## src/hdl/sd_autotest_pkg.sv

```systemverilog
// sd autotest package: widths, sector layout and controller states
package sd_autotest_pkg;

  localparam int BLOCK_W = 64;
  localparam int KEY_W   = 80;

  typedef logic [7:0]         byte_t;
  typedef logic [BLOCK_W-1:0] block_t;
  typedef logic [KEY_W-1:0]   key_t;
  typedef logic [31:0]        sd_addr_t;
  typedef logic [9:0]         byte_idx_t;
  typedef logic [63:0]        cycle_count_t;
  typedef logic [31:0]        err_count_t;

  localparam int BLOCK_BYTES = BLOCK_W / 8;
  localparam int KEY_BYTES   = KEY_W / 8;
  localparam int CYCLE_BYTES = $bits(cycle_count_t) / 8;
  localparam int SIG_BYTES   = 4;

  localparam int          SECTOR_BYTES = 512;
  localparam sd_addr_t    START_BLOCK  = 32'h0010_0000;
  localparam logic [31:0] SIGNATURE    = 32'hAABB_CCDD;

  // sector layout, multi-byte fields little-endian
  localparam byte_idx_t OFS_BLOCK    = 10'd4;
  localparam byte_idx_t OFS_KEY      = 10'd12;
  localparam byte_idx_t OFS_MODE     = 10'd22;
  localparam byte_idx_t OFS_EXPECTED = 10'd23;
  localparam byte_idx_t OFS_RESULT   = 10'd31;
  localparam byte_idx_t OFS_CYCLES   = 10'd39;

  typedef enum logic [4:0] {
    RESET_HOST,
    WAIT_HOST,
    IDLE,
    REQ_READ,
    WAIT_READ,
    CAPTURE,
    REQ_BYTE,
    WAIT_BYTE,
    CHECK_SIG,
    RUN,
    COMPARE,
    REQ_WRITE,
    WAIT_WRITE,
    PUT_BYTE,
    WAIT_PUT,
    NEXT_BLOCK,
    DONE
  } ctrl_state_e;

endpackage

```

## src/hdl/autotest_ctrl.sv

```systemverilog
// autotest controller: sector read, cipher run and write-back sequencing
`timescale 1ns/10ps

module autotest_ctrl (
  input  logic                          clk,
  input  logic                          rst,
  input  logic                          spi_busy_i,
  input  logic                          sig_match_i,
  input  logic                          mismatch_i,
  input  logic                          decrypt_i,
  input  logic                          uut_end_enc_i,
  input  logic                          uut_end_dec_i,
  output logic                          spi_rst_o,
  output logic                          spi_r_block_o,
  output logic                          spi_r_byte_o,
  output logic                          spi_w_block_o,
  output logic                          spi_w_byte_o,
  output sd_autotest_pkg::sd_addr_t     spi_block_addr_o,
  output sd_autotest_pkg::byte_idx_t    byte_idx_o,
  output logic                          clear_o,
  output logic                          capture_o,
  output logic                          result_capture_o,
  output sd_autotest_pkg::cycle_count_t run_cycles_o,
  output logic                          uut_rst_o,
  output logic                          done_o,
  output sd_autotest_pkg::err_count_t   error_count_o
);

  import sd_autotest_pkg::*;

  ctrl_state_e state, state_nxt;
  logic        last_byte;
  logic        run_end;

  assign last_byte = (byte_idx_o == byte_idx_t'(SECTOR_BYTES - 1));
  assign run_end   = decrypt_i ? uut_end_dec_i : uut_end_enc_i;

  always_comb begin
    state_nxt        = state;
    spi_rst_o        = 1'b0;
    spi_r_block_o    = 1'b0;
    spi_r_byte_o     = 1'b0;
    spi_w_block_o    = 1'b0;
    spi_w_byte_o     = 1'b0;
    clear_o          = 1'b0;
    capture_o        = 1'b0;
    result_capture_o = 1'b0;
    uut_rst_o        = 1'b1;
    done_o           = 1'b0;
    case (state)
      RESET_HOST: begin
        spi_rst_o = 1'b1;
        if (spi_busy_i) state_nxt = WAIT_HOST;
      end
      WAIT_HOST: if (!spi_busy_i) state_nxt = IDLE;
      IDLE: begin
        clear_o = 1'b1;
        if (!spi_busy_i) state_nxt = REQ_READ;
      end
      REQ_READ: begin
        spi_r_block_o = 1'b1;
        if (spi_busy_i) state_nxt = WAIT_READ;
      end
      WAIT_READ: begin
        spi_r_block_o = 1'b1;
        if (!spi_busy_i) state_nxt = CAPTURE;
      end
      CAPTURE: begin
        spi_r_block_o = 1'b1;
        capture_o     = 1'b1;
        state_nxt     = last_byte ? CHECK_SIG : REQ_BYTE;
      end
      REQ_BYTE: begin
        spi_r_block_o = 1'b1;
        spi_r_byte_o  = 1'b1;
        if (spi_busy_i) state_nxt = WAIT_BYTE;
      end
      WAIT_BYTE: begin
        spi_r_block_o = 1'b1;
        if (!spi_busy_i) state_nxt = CAPTURE;
      end
      CHECK_SIG: state_nxt = sig_match_i ? RUN : DONE;
      RUN: begin
        uut_rst_o = 1'b0;
        if (run_end) begin
          result_capture_o = 1'b1;
          state_nxt        = COMPARE;
        end
      end
      COMPARE: state_nxt = REQ_WRITE;
      REQ_WRITE: begin
        spi_w_block_o = 1'b1;
        if (spi_busy_i) state_nxt = WAIT_WRITE;
      end
      WAIT_WRITE: begin
        spi_w_block_o = 1'b1;
        if (!spi_busy_i) state_nxt = PUT_BYTE;
      end
      PUT_BYTE: begin
        spi_w_block_o = 1'b1;
        spi_w_byte_o  = 1'b1;
        if (spi_busy_i) state_nxt = WAIT_PUT;
      end
      WAIT_PUT: begin
        spi_w_block_o = 1'b1;
        if (!spi_busy_i) state_nxt = last_byte ? NEXT_BLOCK : PUT_BYTE;
      end
      // w_block drops here, host commits the sector
      NEXT_BLOCK: state_nxt = IDLE;
      DONE: done_o = 1'b1;
      default: state_nxt = RESET_HOST;
    endcase
  end

  always_ff @(posedge clk) begin
    if (rst) begin
      state            <= RESET_HOST;
      byte_idx_o       <= '0;
      spi_block_addr_o <= START_BLOCK;
      run_cycles_o     <= '0;
      error_count_o    <= '0;
    end else begin
      state <= state_nxt;
      case (state)
        IDLE: byte_idx_o <= '0;
        REQ_BYTE: if (spi_busy_i) byte_idx_o <= byte_idx_o + 1'b1;
        // count includes the cycle being spent in RUN
        CHECK_SIG: run_cycles_o <= cycle_count_t'(1);
        RUN: run_cycles_o <= run_cycles_o + 1'b1;
        COMPARE: begin
          byte_idx_o <= '0;
          if (mismatch_i) error_count_o <= error_count_o + 1'b1;
        end
        WAIT_PUT: begin
          if (!spi_busy_i && !last_byte) byte_idx_o <= byte_idx_o + 1'b1;
        end
        NEXT_BLOCK: spi_block_addr_o <= spi_block_addr_o + 1'b1;
        default: ;
      endcase
    end
  end

endmodule

```

## src/hdl/result_writer.sv

```systemverilog
// result writer: holds cipher result and cycle count, builds the write-back sector
`timescale 1ns/10ps

module result_writer (
  input  logic                          clk,
  input  logic                          capture_i,
  input  sd_autotest_pkg::cycle_count_t run_cycles_i,
  input  sd_autotest_pkg::block_t       result_i,
  input  sd_autotest_pkg::block_t       block_i,
  input  sd_autotest_pkg::key_t         key_i,
  input  logic                          decrypt_i,
  input  sd_autotest_pkg::block_t       expected_i,
  input  sd_autotest_pkg::byte_idx_t    byte_idx_i,
  output logic                          mismatch_o,
  output sd_autotest_pkg::byte_t        byte_o
);

  import sd_autotest_pkg::*;

  block_t       result_q;
  cycle_count_t cycles_q;

  always_ff @(posedge clk) begin
    if (capture_i) begin
      result_q <= result_i;
      cycles_q <= run_cycles_i;
    end
  end

  assign mismatch_o = (result_q != expected_i);

  // byte mux, anything past the cycle field goes out as zero
  always_comb begin
    byte_o = '0;
    for (int i = 0; i < SIG_BYTES; i++) begin
      if (byte_idx_i == byte_idx_t'(i))
        byte_o = SIGNATURE[(SIG_BYTES-1-i)*8 +: 8];
    end
    for (int i = 0; i < BLOCK_BYTES; i++) begin
      if (byte_idx_i == byte_idx_t'(OFS_BLOCK + i))
        byte_o = block_i[i*8 +: 8];
      if (byte_idx_i == byte_idx_t'(OFS_EXPECTED + i))
        byte_o = expected_i[i*8 +: 8];
      if (byte_idx_i == byte_idx_t'(OFS_RESULT + i))
        byte_o = result_q[i*8 +: 8];
    end
    for (int i = 0; i < KEY_BYTES; i++) begin
      if (byte_idx_i == byte_idx_t'(OFS_KEY + i))
        byte_o = key_i[i*8 +: 8];
    end
    for (int i = 0; i < CYCLE_BYTES; i++) begin
      if (byte_idx_i == byte_idx_t'(OFS_CYCLES + i))
        byte_o = cycles_q[i*8 +: 8];
    end
    if (byte_idx_i == OFS_MODE)
      byte_o = {7'b0, decrypt_i};
  end

endmodule

```

## src/hdl/sd_autotest.sv

```systemverilog
// sd autotest top: cipher self-test sequencer between an SPI SD host and the cipher
`timescale 1ns/10ps

module sd_autotest (
  input  logic                        clk,
  input  logic                        rst,
  // SPI SD host
  output logic                        spi_rst_o,
  output logic                        spi_r_block_o,
  output logic                        spi_r_byte_o,
  output logic                        spi_w_block_o,
  output logic                        spi_w_byte_o,
  output sd_autotest_pkg::sd_addr_t   spi_block_addr_o,
  output sd_autotest_pkg::byte_t      spi_data_in_o,
  input  logic                        spi_busy_i,
  input  sd_autotest_pkg::byte_t      spi_data_out_i,
  // cipher
  output logic                        uut_rst_o,
  output sd_autotest_pkg::block_t     uut_block_o,
  output sd_autotest_pkg::key_t       uut_key_o,
  output logic                        uut_decrypt_o,
  input  sd_autotest_pkg::block_t     uut_block_i,
  input  logic                        uut_end_enc_i,
  input  logic                        uut_end_dec_i,
  // status
  output logic                        done_o,
  output sd_autotest_pkg::err_count_t error_count_o
);

  import sd_autotest_pkg::*;

  byte_idx_t    byte_idx;
  cycle_count_t run_cycles;
  block_t       expected;
  logic         clear;
  logic         capture;
  logic         result_capture;
  logic         sig_match;
  logic         mismatch;

  autotest_ctrl u_ctrl (
    .clk              (clk),
    .rst              (rst),
    .spi_busy_i       (spi_busy_i),
    .sig_match_i      (sig_match),
    .mismatch_i       (mismatch),
    .decrypt_i        (uut_decrypt_o),
    .uut_end_enc_i    (uut_end_enc_i),
    .uut_end_dec_i    (uut_end_dec_i),
    .spi_rst_o        (spi_rst_o),
    .spi_r_block_o    (spi_r_block_o),
    .spi_r_byte_o     (spi_r_byte_o),
    .spi_w_block_o    (spi_w_block_o),
    .spi_w_byte_o     (spi_w_byte_o),
    .spi_block_addr_o (spi_block_addr_o),
    .byte_idx_o       (byte_idx),
    .clear_o          (clear),
    .capture_o        (capture),
    .result_capture_o (result_capture),
    .run_cycles_o     (run_cycles),
    .uut_rst_o        (uut_rst_o),
    .done_o           (done_o),
    .error_count_o    (error_count_o)
  );

  vector_loader u_loader (
    .clk         (clk),
    .clear_i     (clear),
    .capture_i   (capture),
    .byte_idx_i  (byte_idx),
    .byte_i      (spi_data_out_i),
    .sig_match_o (sig_match),
    .block_o     (uut_block_o),
    .key_o       (uut_key_o),
    .decrypt_o   (uut_decrypt_o),
    .expected_o  (expected)
  );

  result_writer u_writer (
    .clk          (clk),
    .capture_i    (result_capture),
    .run_cycles_i (run_cycles),
    .result_i     (uut_block_i),
    .block_i      (uut_block_o),
    .key_i        (uut_key_o),
    .decrypt_i    (uut_decrypt_o),
    .expected_i   (expected),
    .byte_idx_i   (byte_idx),
    .mismatch_o   (mismatch),
    .byte_o       (spi_data_in_o)
  );

endmodule

```

## src/hdl/vector_loader.sv

```systemverilog
// vector loader: assembles signature and cipher test vector from sector bytes
`timescale 1ns/10ps

module vector_loader (
  input  logic                       clk,
  input  logic                       clear_i,
  input  logic                       capture_i,
  input  sd_autotest_pkg::byte_idx_t byte_idx_i,
  input  sd_autotest_pkg::byte_t     byte_i,
  output logic                       sig_match_o,
  output sd_autotest_pkg::block_t    block_o,
  output sd_autotest_pkg::key_t      key_o,
  output logic                       decrypt_o,
  output sd_autotest_pkg::block_t    expected_o
);

  import sd_autotest_pkg::*;

  logic [31:0] sig_q;

  always_ff @(posedge clk) begin
    if (clear_i) begin
      sig_q      <= '0;
      block_o    <= '0;
      key_o      <= '0;
      decrypt_o  <= 1'b0;
      expected_o <= '0;
    end else if (capture_i) begin
      // signature is big-endian, byte 0 is the top byte
      for (int i = 0; i < SIG_BYTES; i++) begin
        if (byte_idx_i == byte_idx_t'(i))
          sig_q[(SIG_BYTES-1-i)*8 +: 8] <= byte_i;
      end
      for (int i = 0; i < BLOCK_BYTES; i++) begin
        if (byte_idx_i == byte_idx_t'(OFS_BLOCK + i))
          block_o[i*8 +: 8] <= byte_i;
        if (byte_idx_i == byte_idx_t'(OFS_EXPECTED + i))
          expected_o[i*8 +: 8] <= byte_i;
      end
      for (int i = 0; i < KEY_BYTES; i++) begin
        if (byte_idx_i == byte_idx_t'(OFS_KEY + i))
          key_o[i*8 +: 8] <= byte_i;
      end
      // only bit 0 of the mode byte matters
      if (byte_idx_i == OFS_MODE)
        decrypt_o <= byte_i[0];
    end
  end

  assign sig_match_o = (sig_q == SIGNATURE);

endmodule

```

## config.mk

```make
export PLATFORM = sky130hd
export DESIGN_NAME = sd_autotest
export DESIGN_NICKNAME = d
export VERILOG_FILES = /design/src/hdl/sd_autotest_pkg.sv /design/src/hdl/autotest_ctrl.sv /design/src/hdl/result_writer.sv /design/src/hdl/sd_autotest.sv /design/src/hdl/vector_loader.sv
export SDC_FILE = /design/constraint.sdc
export NUM_CORES = 1
export LEC_CHECK = 0
export ABC_CLOCK_PERIOD_IN_PS = 12950
export BUFFER_PORTS_ARGS = -buffer_cell sky130_fd_sc_hd__buf_2
export CAP_MARGIN = 20
export CORE_UTILIZATION = 58
export CTS_CLUSTER_SIZE = 16
export DETAILED_ROUTE_END_ITERATION = 16
export HOLD_SLACK_MARGIN = 0.06
export PLACE_DENSITY = 0.85
export SYNTH_ARGS = -nofsm -noshare
export SYNTH_HDL_FRONTEND = slang
export SYNTH_SLANG_ARGS = --single-unit
export TNS_END_PERCENT = 5
```

## constraint.sdc

```tcl
create_clock -name clk -period 12.95 [get_ports clk]
set_input_delay 1.295 -clock clk [delete_from_list [all_inputs] [get_ports clk]]
set_output_delay 1.295 -clock clk [all_outputs]
set_load 0.005 [all_outputs]
```

Word level (Yosys, flattened, before mapping)
Index checks and enable logic that the tools add are counted.
{ "op_classes": {"add_sub_neg": 4, "multipliers": 0, "div": 0, "magnitude_cmp": 0, "n_eq_ne": 77, "n_shift": 0, "muxes": 78, "n_bitwise": 1, "reduce_logical": 45} }
{ "op_table": {"columns": ["op", "count"], "rows": [
  ["$mux 8", 47],
  ["$eq 10x5->1 const B", 16],
  ["$eq 10x6->1 const B", 15],
  ["$pmux 64 s2", 1],
  ["$eq 10x4->1 const B", 8],
  ["$pmux 5 s16", 1],
  ["$add 32x1->32 const B", 2],
  ["$add 64x1->64 const B", 1],
  ["$ne 64x64->1", 1],
  ["$reduce_and 2->1", 32],
  ["$mux 5", 12],
  ["$eq 10x3->1 const B", 4],
  ["$eq 5x4->1 const B", 8],
  ["$eq 32x32->1 const B", 1],
  ["$pmux 10 s3", 1],
  ["$eq 10x2->1 const B", 2],
  ["$eq 5x3->1 const B", 4],
  ["$mux 10", 2],
  ["$ne 2x2->1 const B", 10],
  ["$mux 1", 12],
  ["$reduce_and 12->1", 1],
  ["$add 10x1->10 const B", 1],
  ["$eq 10x1->1 const B", 1],
  ["$eq 10x9->1 const B", 1],
  ["17 further kinds", 21]
]} }
{ "word_totals": {"ff_bits": 512, "latch_bits": 0, "mem_bits_rw": 0, "rom_bits": 0, "input_bits": 77, "out_inout_bits": 224, "wordCells": 243, "memories": 0} }

Logic depth before layout (Yosys ltp)
{ "depth": {"ltp_word": 48, "ltp_mapped": 12, "mapped_depth_nobuf": 10} }

By module
A second synthesis with hierarchy kept.
{ "unflattened": {"cells_unflattened": 2611, "area_unflattened_um2": 26036.2} }
{ "modules_own_cells": {"columns": ["module", "instances", "cells_each", "area_per_inst_um2", "seq_area_each_um2"], "rows": [
  ["vector_loader", 1, 852, 9989.6, 4824.6],
  ["result_writer", 1, 893, 8906.0, 3843.7],
  ["autotest_ctrl", 1, 866, 7140.6, 2862.7]
]} }

Worst setup path before layout
Ideal clock, no wire load.
{ "synth_timing": {"kind": "flip-flop to flip-flop", "from": "register u_ctrl.state[4]", "to": "register u_writer.cycles_q[0] (enable)", "setup_ns": 0.616, "arrival_time_ns": 6.860, "t_required_ns": 12.334, "setup_slack_ns": 5.474, "stages_incl_launch_ff": 9, "path_buffers": 3, "synth_period_minus_slack_ns": 7.476, "path_cell_list": "dfxtp_1 clkbuf_1 nor2_1 nand2_1 nor2_1 inv_1 clkbuf_1 clkbuf_1 nor2_1"} }
{ "synth_between": {"elab_chain_len": 2} }
{ "synth_rtl": {"columns": ["item", "line_no", "source"], "rows": [
  ["start, declared", "autotest_ctrl.sv:31", "ctrl_state_e state, state_nxt;"],
  ["start signal, assigned", "autotest_ctrl.sv:123", "state <= state_nxt;"],
  ["$eq 5x4->1", "autotest_ctrl.sv:50", "case (state)"],
  ["$mux 1", "autotest_ctrl.sv:50", null],
  ["named net result_capture", "sd_autotest.sv:37", "logic result_capture;"],
  ["end signal, assigned", "result_writer.sv:26", "cycles_q <= run_cycles_i;"],
  ["end, declared", "result_writer.sv:21", "cycle_count_t cycles_q;"]
]} }
The timed path passes the listed nets, and every way through them passes these cells.
A chain may end at the register's enable or synchronous reset.

Worst setup path in the final report
{ "layout_timing": {"from": "register u_ctrl.byte_idx_o[6]", "to": "output spi_data_in_o[4]"} }
{ "layout_between": {"elab_chain_len": 47, "elab_cells_between_ends": 92, "cone_classes": "46 x eq/ne; 46 x mux"} }
{ "layout_rtl": {"columns": ["item", "line_no", "source"], "rows": [
  ["start, declared", "autotest_ctrl.sv:19", "output sd_autotest_pkg::byte_idx_t byte_idx_o,"],
  ["start signal, assigned", "autotest_ctrl.sv:126", "REQ_BYTE: if (spi_busy_i) byte_idx_o <= byte_idx_o + 1'b1;"],
  ["start signal, assigned", "autotest_ctrl.sv:135", "if (!spi_busy_i && !last_byte) byte_idx_o <= byte_idx_o + 1'b1;"],
  ["$eq 10x1->1", "result_writer.sv:36", "if (byte_idx_i == byte_idx_t'(i))"],
  ["$mux 8 (3 in a row)", "result_writer.sv:36", null],
  ["$mux 8", "result_writer.sv:40", "if (byte_idx_i == byte_idx_t'(OFS_BLOCK + i))"],
  ["$mux 8", "result_writer.sv:42", "if (byte_idx_i == byte_idx_t'(OFS_EXPECTED + i))"],
  ["$mux 8", "result_writer.sv:44", "if (byte_idx_i == byte_idx_t'(OFS_RESULT + i))"],
  ["$mux 8", "result_writer.sv:40", null],
  ["$mux 8", "result_writer.sv:42", null],
  ["$mux 8", "result_writer.sv:44", null],
  ["(+13 left out)", null, null],
  ["$mux 8", "result_writer.sv:42", null],
  ["$mux 8", "result_writer.sv:44", null],
  ["$mux 8", "result_writer.sv:40", null],
  ["$mux 8", "result_writer.sv:42", null],
  ["$mux 8", "result_writer.sv:44", null],
  ["$mux 8 (10 in a row)", "result_writer.sv:48", "if (byte_idx_i == byte_idx_t'(OFS_KEY + i))"],
  ["$mux 8 (8 in a row)", "result_writer.sv:52", "if (byte_idx_i == byte_idx_t'(OFS_CYCLES + i))"],
  ["$mux 8 *", "result_writer.sv:55", "if (byte_idx_i == OFS_MODE)"],
  ["end, declared", "sd_autotest.sv:14", "output sd_autotest_pkg::byte_t spi_data_in_o,"]
]} }
Mark *: on every way between the ends. The rest lies on a longest branch, timed or not.

==> impl_metrics.env <==
export IMPL_drive_above_1_share_pct=14.4
export IMPL_drtPass1Iterations=9
export IMPL_yosys_top_cells_area="dfxtp_1, edfxtp_1, nand2_1, a21oi_1, nor2_1"
export IMPL_end_kind="output pin"
export IMPL_status="completed"
export IMPL_yosys_warnings=0
export IMPL_synth_top_area_share_pct=31.9
export IMPL_grt_pass1_vias=22400
export IMPL_cp_data_required_time_ns=11.65
export IMPL_synth_area_per_cell_sq_um=8.44
export IMPL_grt_max_degree=242
export IMPL_worstPathMaxFanout=50
export IMPL_rsz0062_at_grt="no"
export IMPL_worst_setup_path_type="reg2out"
export IMPL_max_slew_margin_pct=21.1
export IMPL_worst_pin_slew_ns=1.17
export IMPL_syn_inst=2859
export IMPL_placed_cell_area_sq_um=25900
export IMPL_ctsHoldBuffers=0
export IMPL_hp_class="reg2reg"
export IMPL_crit_chain="or4_2, buf_4, nor3_2, nand2_1, o211ai_1, o2111ai_1, a2111oi_0, a21oi_1, o21ai_1, buf_2"
export IMPL_vias=24200
export IMPL_totalWireLength_um=92700
export IMPL_p_per_area_nw_per_um2=168
export IMPL_cts_setup_buffers=0
export IMPL_use_met2_pct=68.2
export IMPL_core_rowCount=74
export IMPL_clock_sinks=512
export IMPL_grt_busiest_layer="met2"
export IMPL_die_area_sq_um=42400
export IMPL_clock_skew_ns=0.0492
export IMPL_io_pins=301
export IMPL_max_freq_ghz=0.160
export IMPL_mostFrequentLayoutCells="nand2_1, dfxtp_1, a21oi_1"
export IMPL_post_drt_via_cell_ratio=6.61
export IMPL_antenna_found_initial=0
export IMPL_grt_overflow_total=0
export IMPL_crit_path_top_delay_cell="nor3_2"
export IMPL_first_iter_violations=3070
export IMPL_worst_path_largest_cell_delay_ns=0.80
export IMPL_timing_final_crit_share_pct=48.2
export IMPL_dominantRegCellSynth="dfxtp_1"
export IMPL_start_kind="flop"
export IMPL_wire_per_inst_um=25.4
export IMPL_p_leak_uw=0.00997
export IMPL_syn_area_sq_um=24100
export IMPL_ys_types=78
export IMPL_drv_slew=0
export IMPL_clkTransAtPathRegs_ns=0.08
export IMPL_cts_root_buf="clkbuf_16"
export IMPL_track_usage_pct=42.4
export IMPL_layout_min_cycle_time_ns=6.25
export IMPL_cp_num_buf_inv=2
export IMPL_fin_nets=3165
export IMPL_ant_nets=0
export IMPL_cts_path_max_buffers=3
export IMPL_synth_edf_count=128
export IMPL_finalSetupTns_ns=0
export IMPL_place_gp_congestion=1.06
export IMPL_h_tree_depth=2
export IMPL_synth_seq_area_share_pct=47.8
export IMPL_clock_latency_ns=0.63
export IMPL_final_common_cell="nand2_1"
export IMPL_crit_family="simple AND/OR/NAND/NOR gates"
export IMPL_port_buffers=300
export IMPL_coreArea_sq_um=40900
export IMPL_synth_top_area_cell="dfxtp_1"
export IMPL_numCtsBuffers=50
export IMPL_hold_violations=0
export IMPL_grt_pass1_wl_um=136000
export IMPL_ys_ff_latch=512
export IMPL_cts_tree="built"
export IMPL_hpwlAfterDp_um=65500
export IMPL_diodes=0
export IMPL_use_met3_pct=7.16
export IMPL_die_h_um=206
export IMPL_ir_worst_vdd_mv=0.118
export IMPL_areaGrowthSynthToFinish_pct=14.5
export IMPL_arrival_ns=4.95
export IMPL_maxCapViolations=0
export IMPL_drc=0
export IMPL_synthesis_nets=2943
export IMPL_synthArstFlopShare_pct=0
export IMPL_setup_violations=0
export IMPL_start_util_pct=58.9
export IMPL_grtUsageMet1_pct=53.8
export IMPL_die_x_um=206
export IMPL_fin_area_sq_um=27600
export IMPL_postCtsResizedCells=0
## flip-flops by register name, indices dropped and copies added, names as in the netlist, 10 cells and up
signal and flops:
u_ctrl.byte_idx_o 10, u_ctrl.error_count_o 32, u_ctrl.run_cycles_o 64, u_ctrl.spi_block_addr_o 32
u_loader.block_o 64, u_loader.expected_o 64, u_loader.key_o 80, u_loader.sig_q 32
u_writer.cycles_q 64, u_writer.result_q 64
## synth_stat cells, types with 11 or more instances
library cell  instances
a2111oi_0            11
a211oi_1             11
a21oi_1             322
a221oi_1             28
a22oi_1              17
a311oi_1             12
a31oi_1              16
and3_1               29
buf_2                19
clkbuf_1            124
dfxtp_1             384
edfxtp_1            128
inv_1                29
mux2i_1              37
nand2_1             569
nand3_1             102
nand4_1              68
nor2_1              275
nor3_1               71
nor3_2               13
nor4_1               29
o2111ai_1            12
o211ai_1             18
o21ai_0             119
o221ai_1             18
o22ai_1              35
or3_1                45
xnor2_1             101
xor2_1               39
## per-stage QoR
step           std cells  power [uW]  util [%]  setup WS, ns  hold WS, ns
2_1_floorplan       2859        2590         -          5.47        0.429
3_3_place_gp        3561        3060      63.2          7.55        0.448
3_5_place_dp        3561        3100      63.2          7.51        0.460
4_1_cts             3655        4600      67.5          6.85        0.472
5_1_grt             3655        4790      67.5          6.64        0.485
6_report            3655        4640      67.5          6.70        0.473
## worst register-to-register path, cell delays in order, from the launching register on
cell and delay, ns:
dfxtp_1 0.75, nand2_1 0.17, nor2_1 0.13, buf_4 0.30, inv_1 0.14, nor2_4 0.12, buf_4 0.57, buf_4 0.89
## path summary, 6_finish.rpt
| check | from | to | slack [ns] | depth (start not counted) |
|---|---|---|---|---|
| hold / removal | u_ctrl.run_cycles_o[63]$_SDFFE_PP0P_ | u_writer.cycles_q[63]$_DFFE_PP_ | 0.47 | 0 |
| setup / recovery | u_ctrl.byte_idx_o[6]$_SDFFE_PP0P_ | spi_data_in_o[4] | 6.70 | 10 |
| hold reg to reg | u_ctrl.run_cycles_o[63]$_SDFFE_PP0P_ | u_writer.cycles_q[63]$_DFFE_PP_ | 0.47 | 0 |
| setup reg to reg | u_ctrl.state[3]$_SDFFE_PP0P_ | u_writer.result_q[39]$_DFFE_PP_ | 9.34 | 7 |
## logic make-up (layout without fill, tap and decap cells)
kind of cell               count (synthesis)  after routing  share of synthesized area, %
muxes                                     37             37                          1.54
adders and majority gates                  7              7                         0.363
xor gates and xnor gates                 140            140                          5.08
DFF                                      512            512                          47.8
AOI/OAI and AO/OA                        686            686                          17.3
buffers and inverters                    184            448                          3.10
and+or+nand+nor                         1293           1293                          24.8
## area by class of cell
cell class | count | area (sq um)
clock buffers | 68 | 1410
clock inverters | 26 | 332
fillers | 3275 | 13300
inverters | 29 | 109
multi-input cells | 2163 | 11900
flip-flops and latches | 512 | 11500
well taps | 532 | 666
repair buffers | 325 | 1700
## layer usage
| layer | wire (um) | vias to the layer above |
|---|---|---|
| met2 | 42200 | 1659 |
| li1 | - | 10700 |
| met5 | 0 | - |
| met3 | 9880 | 353 |
| met1 | 34700 | 11400 |
| met4 | 5920 | 0 |
## where the power goes
group | internal [uW] | total (uW) | leakage [uW] | switching [uW]
clock network | 874 | 1530 | 0.000840 | 659
registers | 1900 | 2280 | 0.00428 | 380
logic | 353 | 828 | 0.00485 | 475
total | 3130 | 4640 | 0.00997 | 1510
Power figures use the tool's default switching activity.
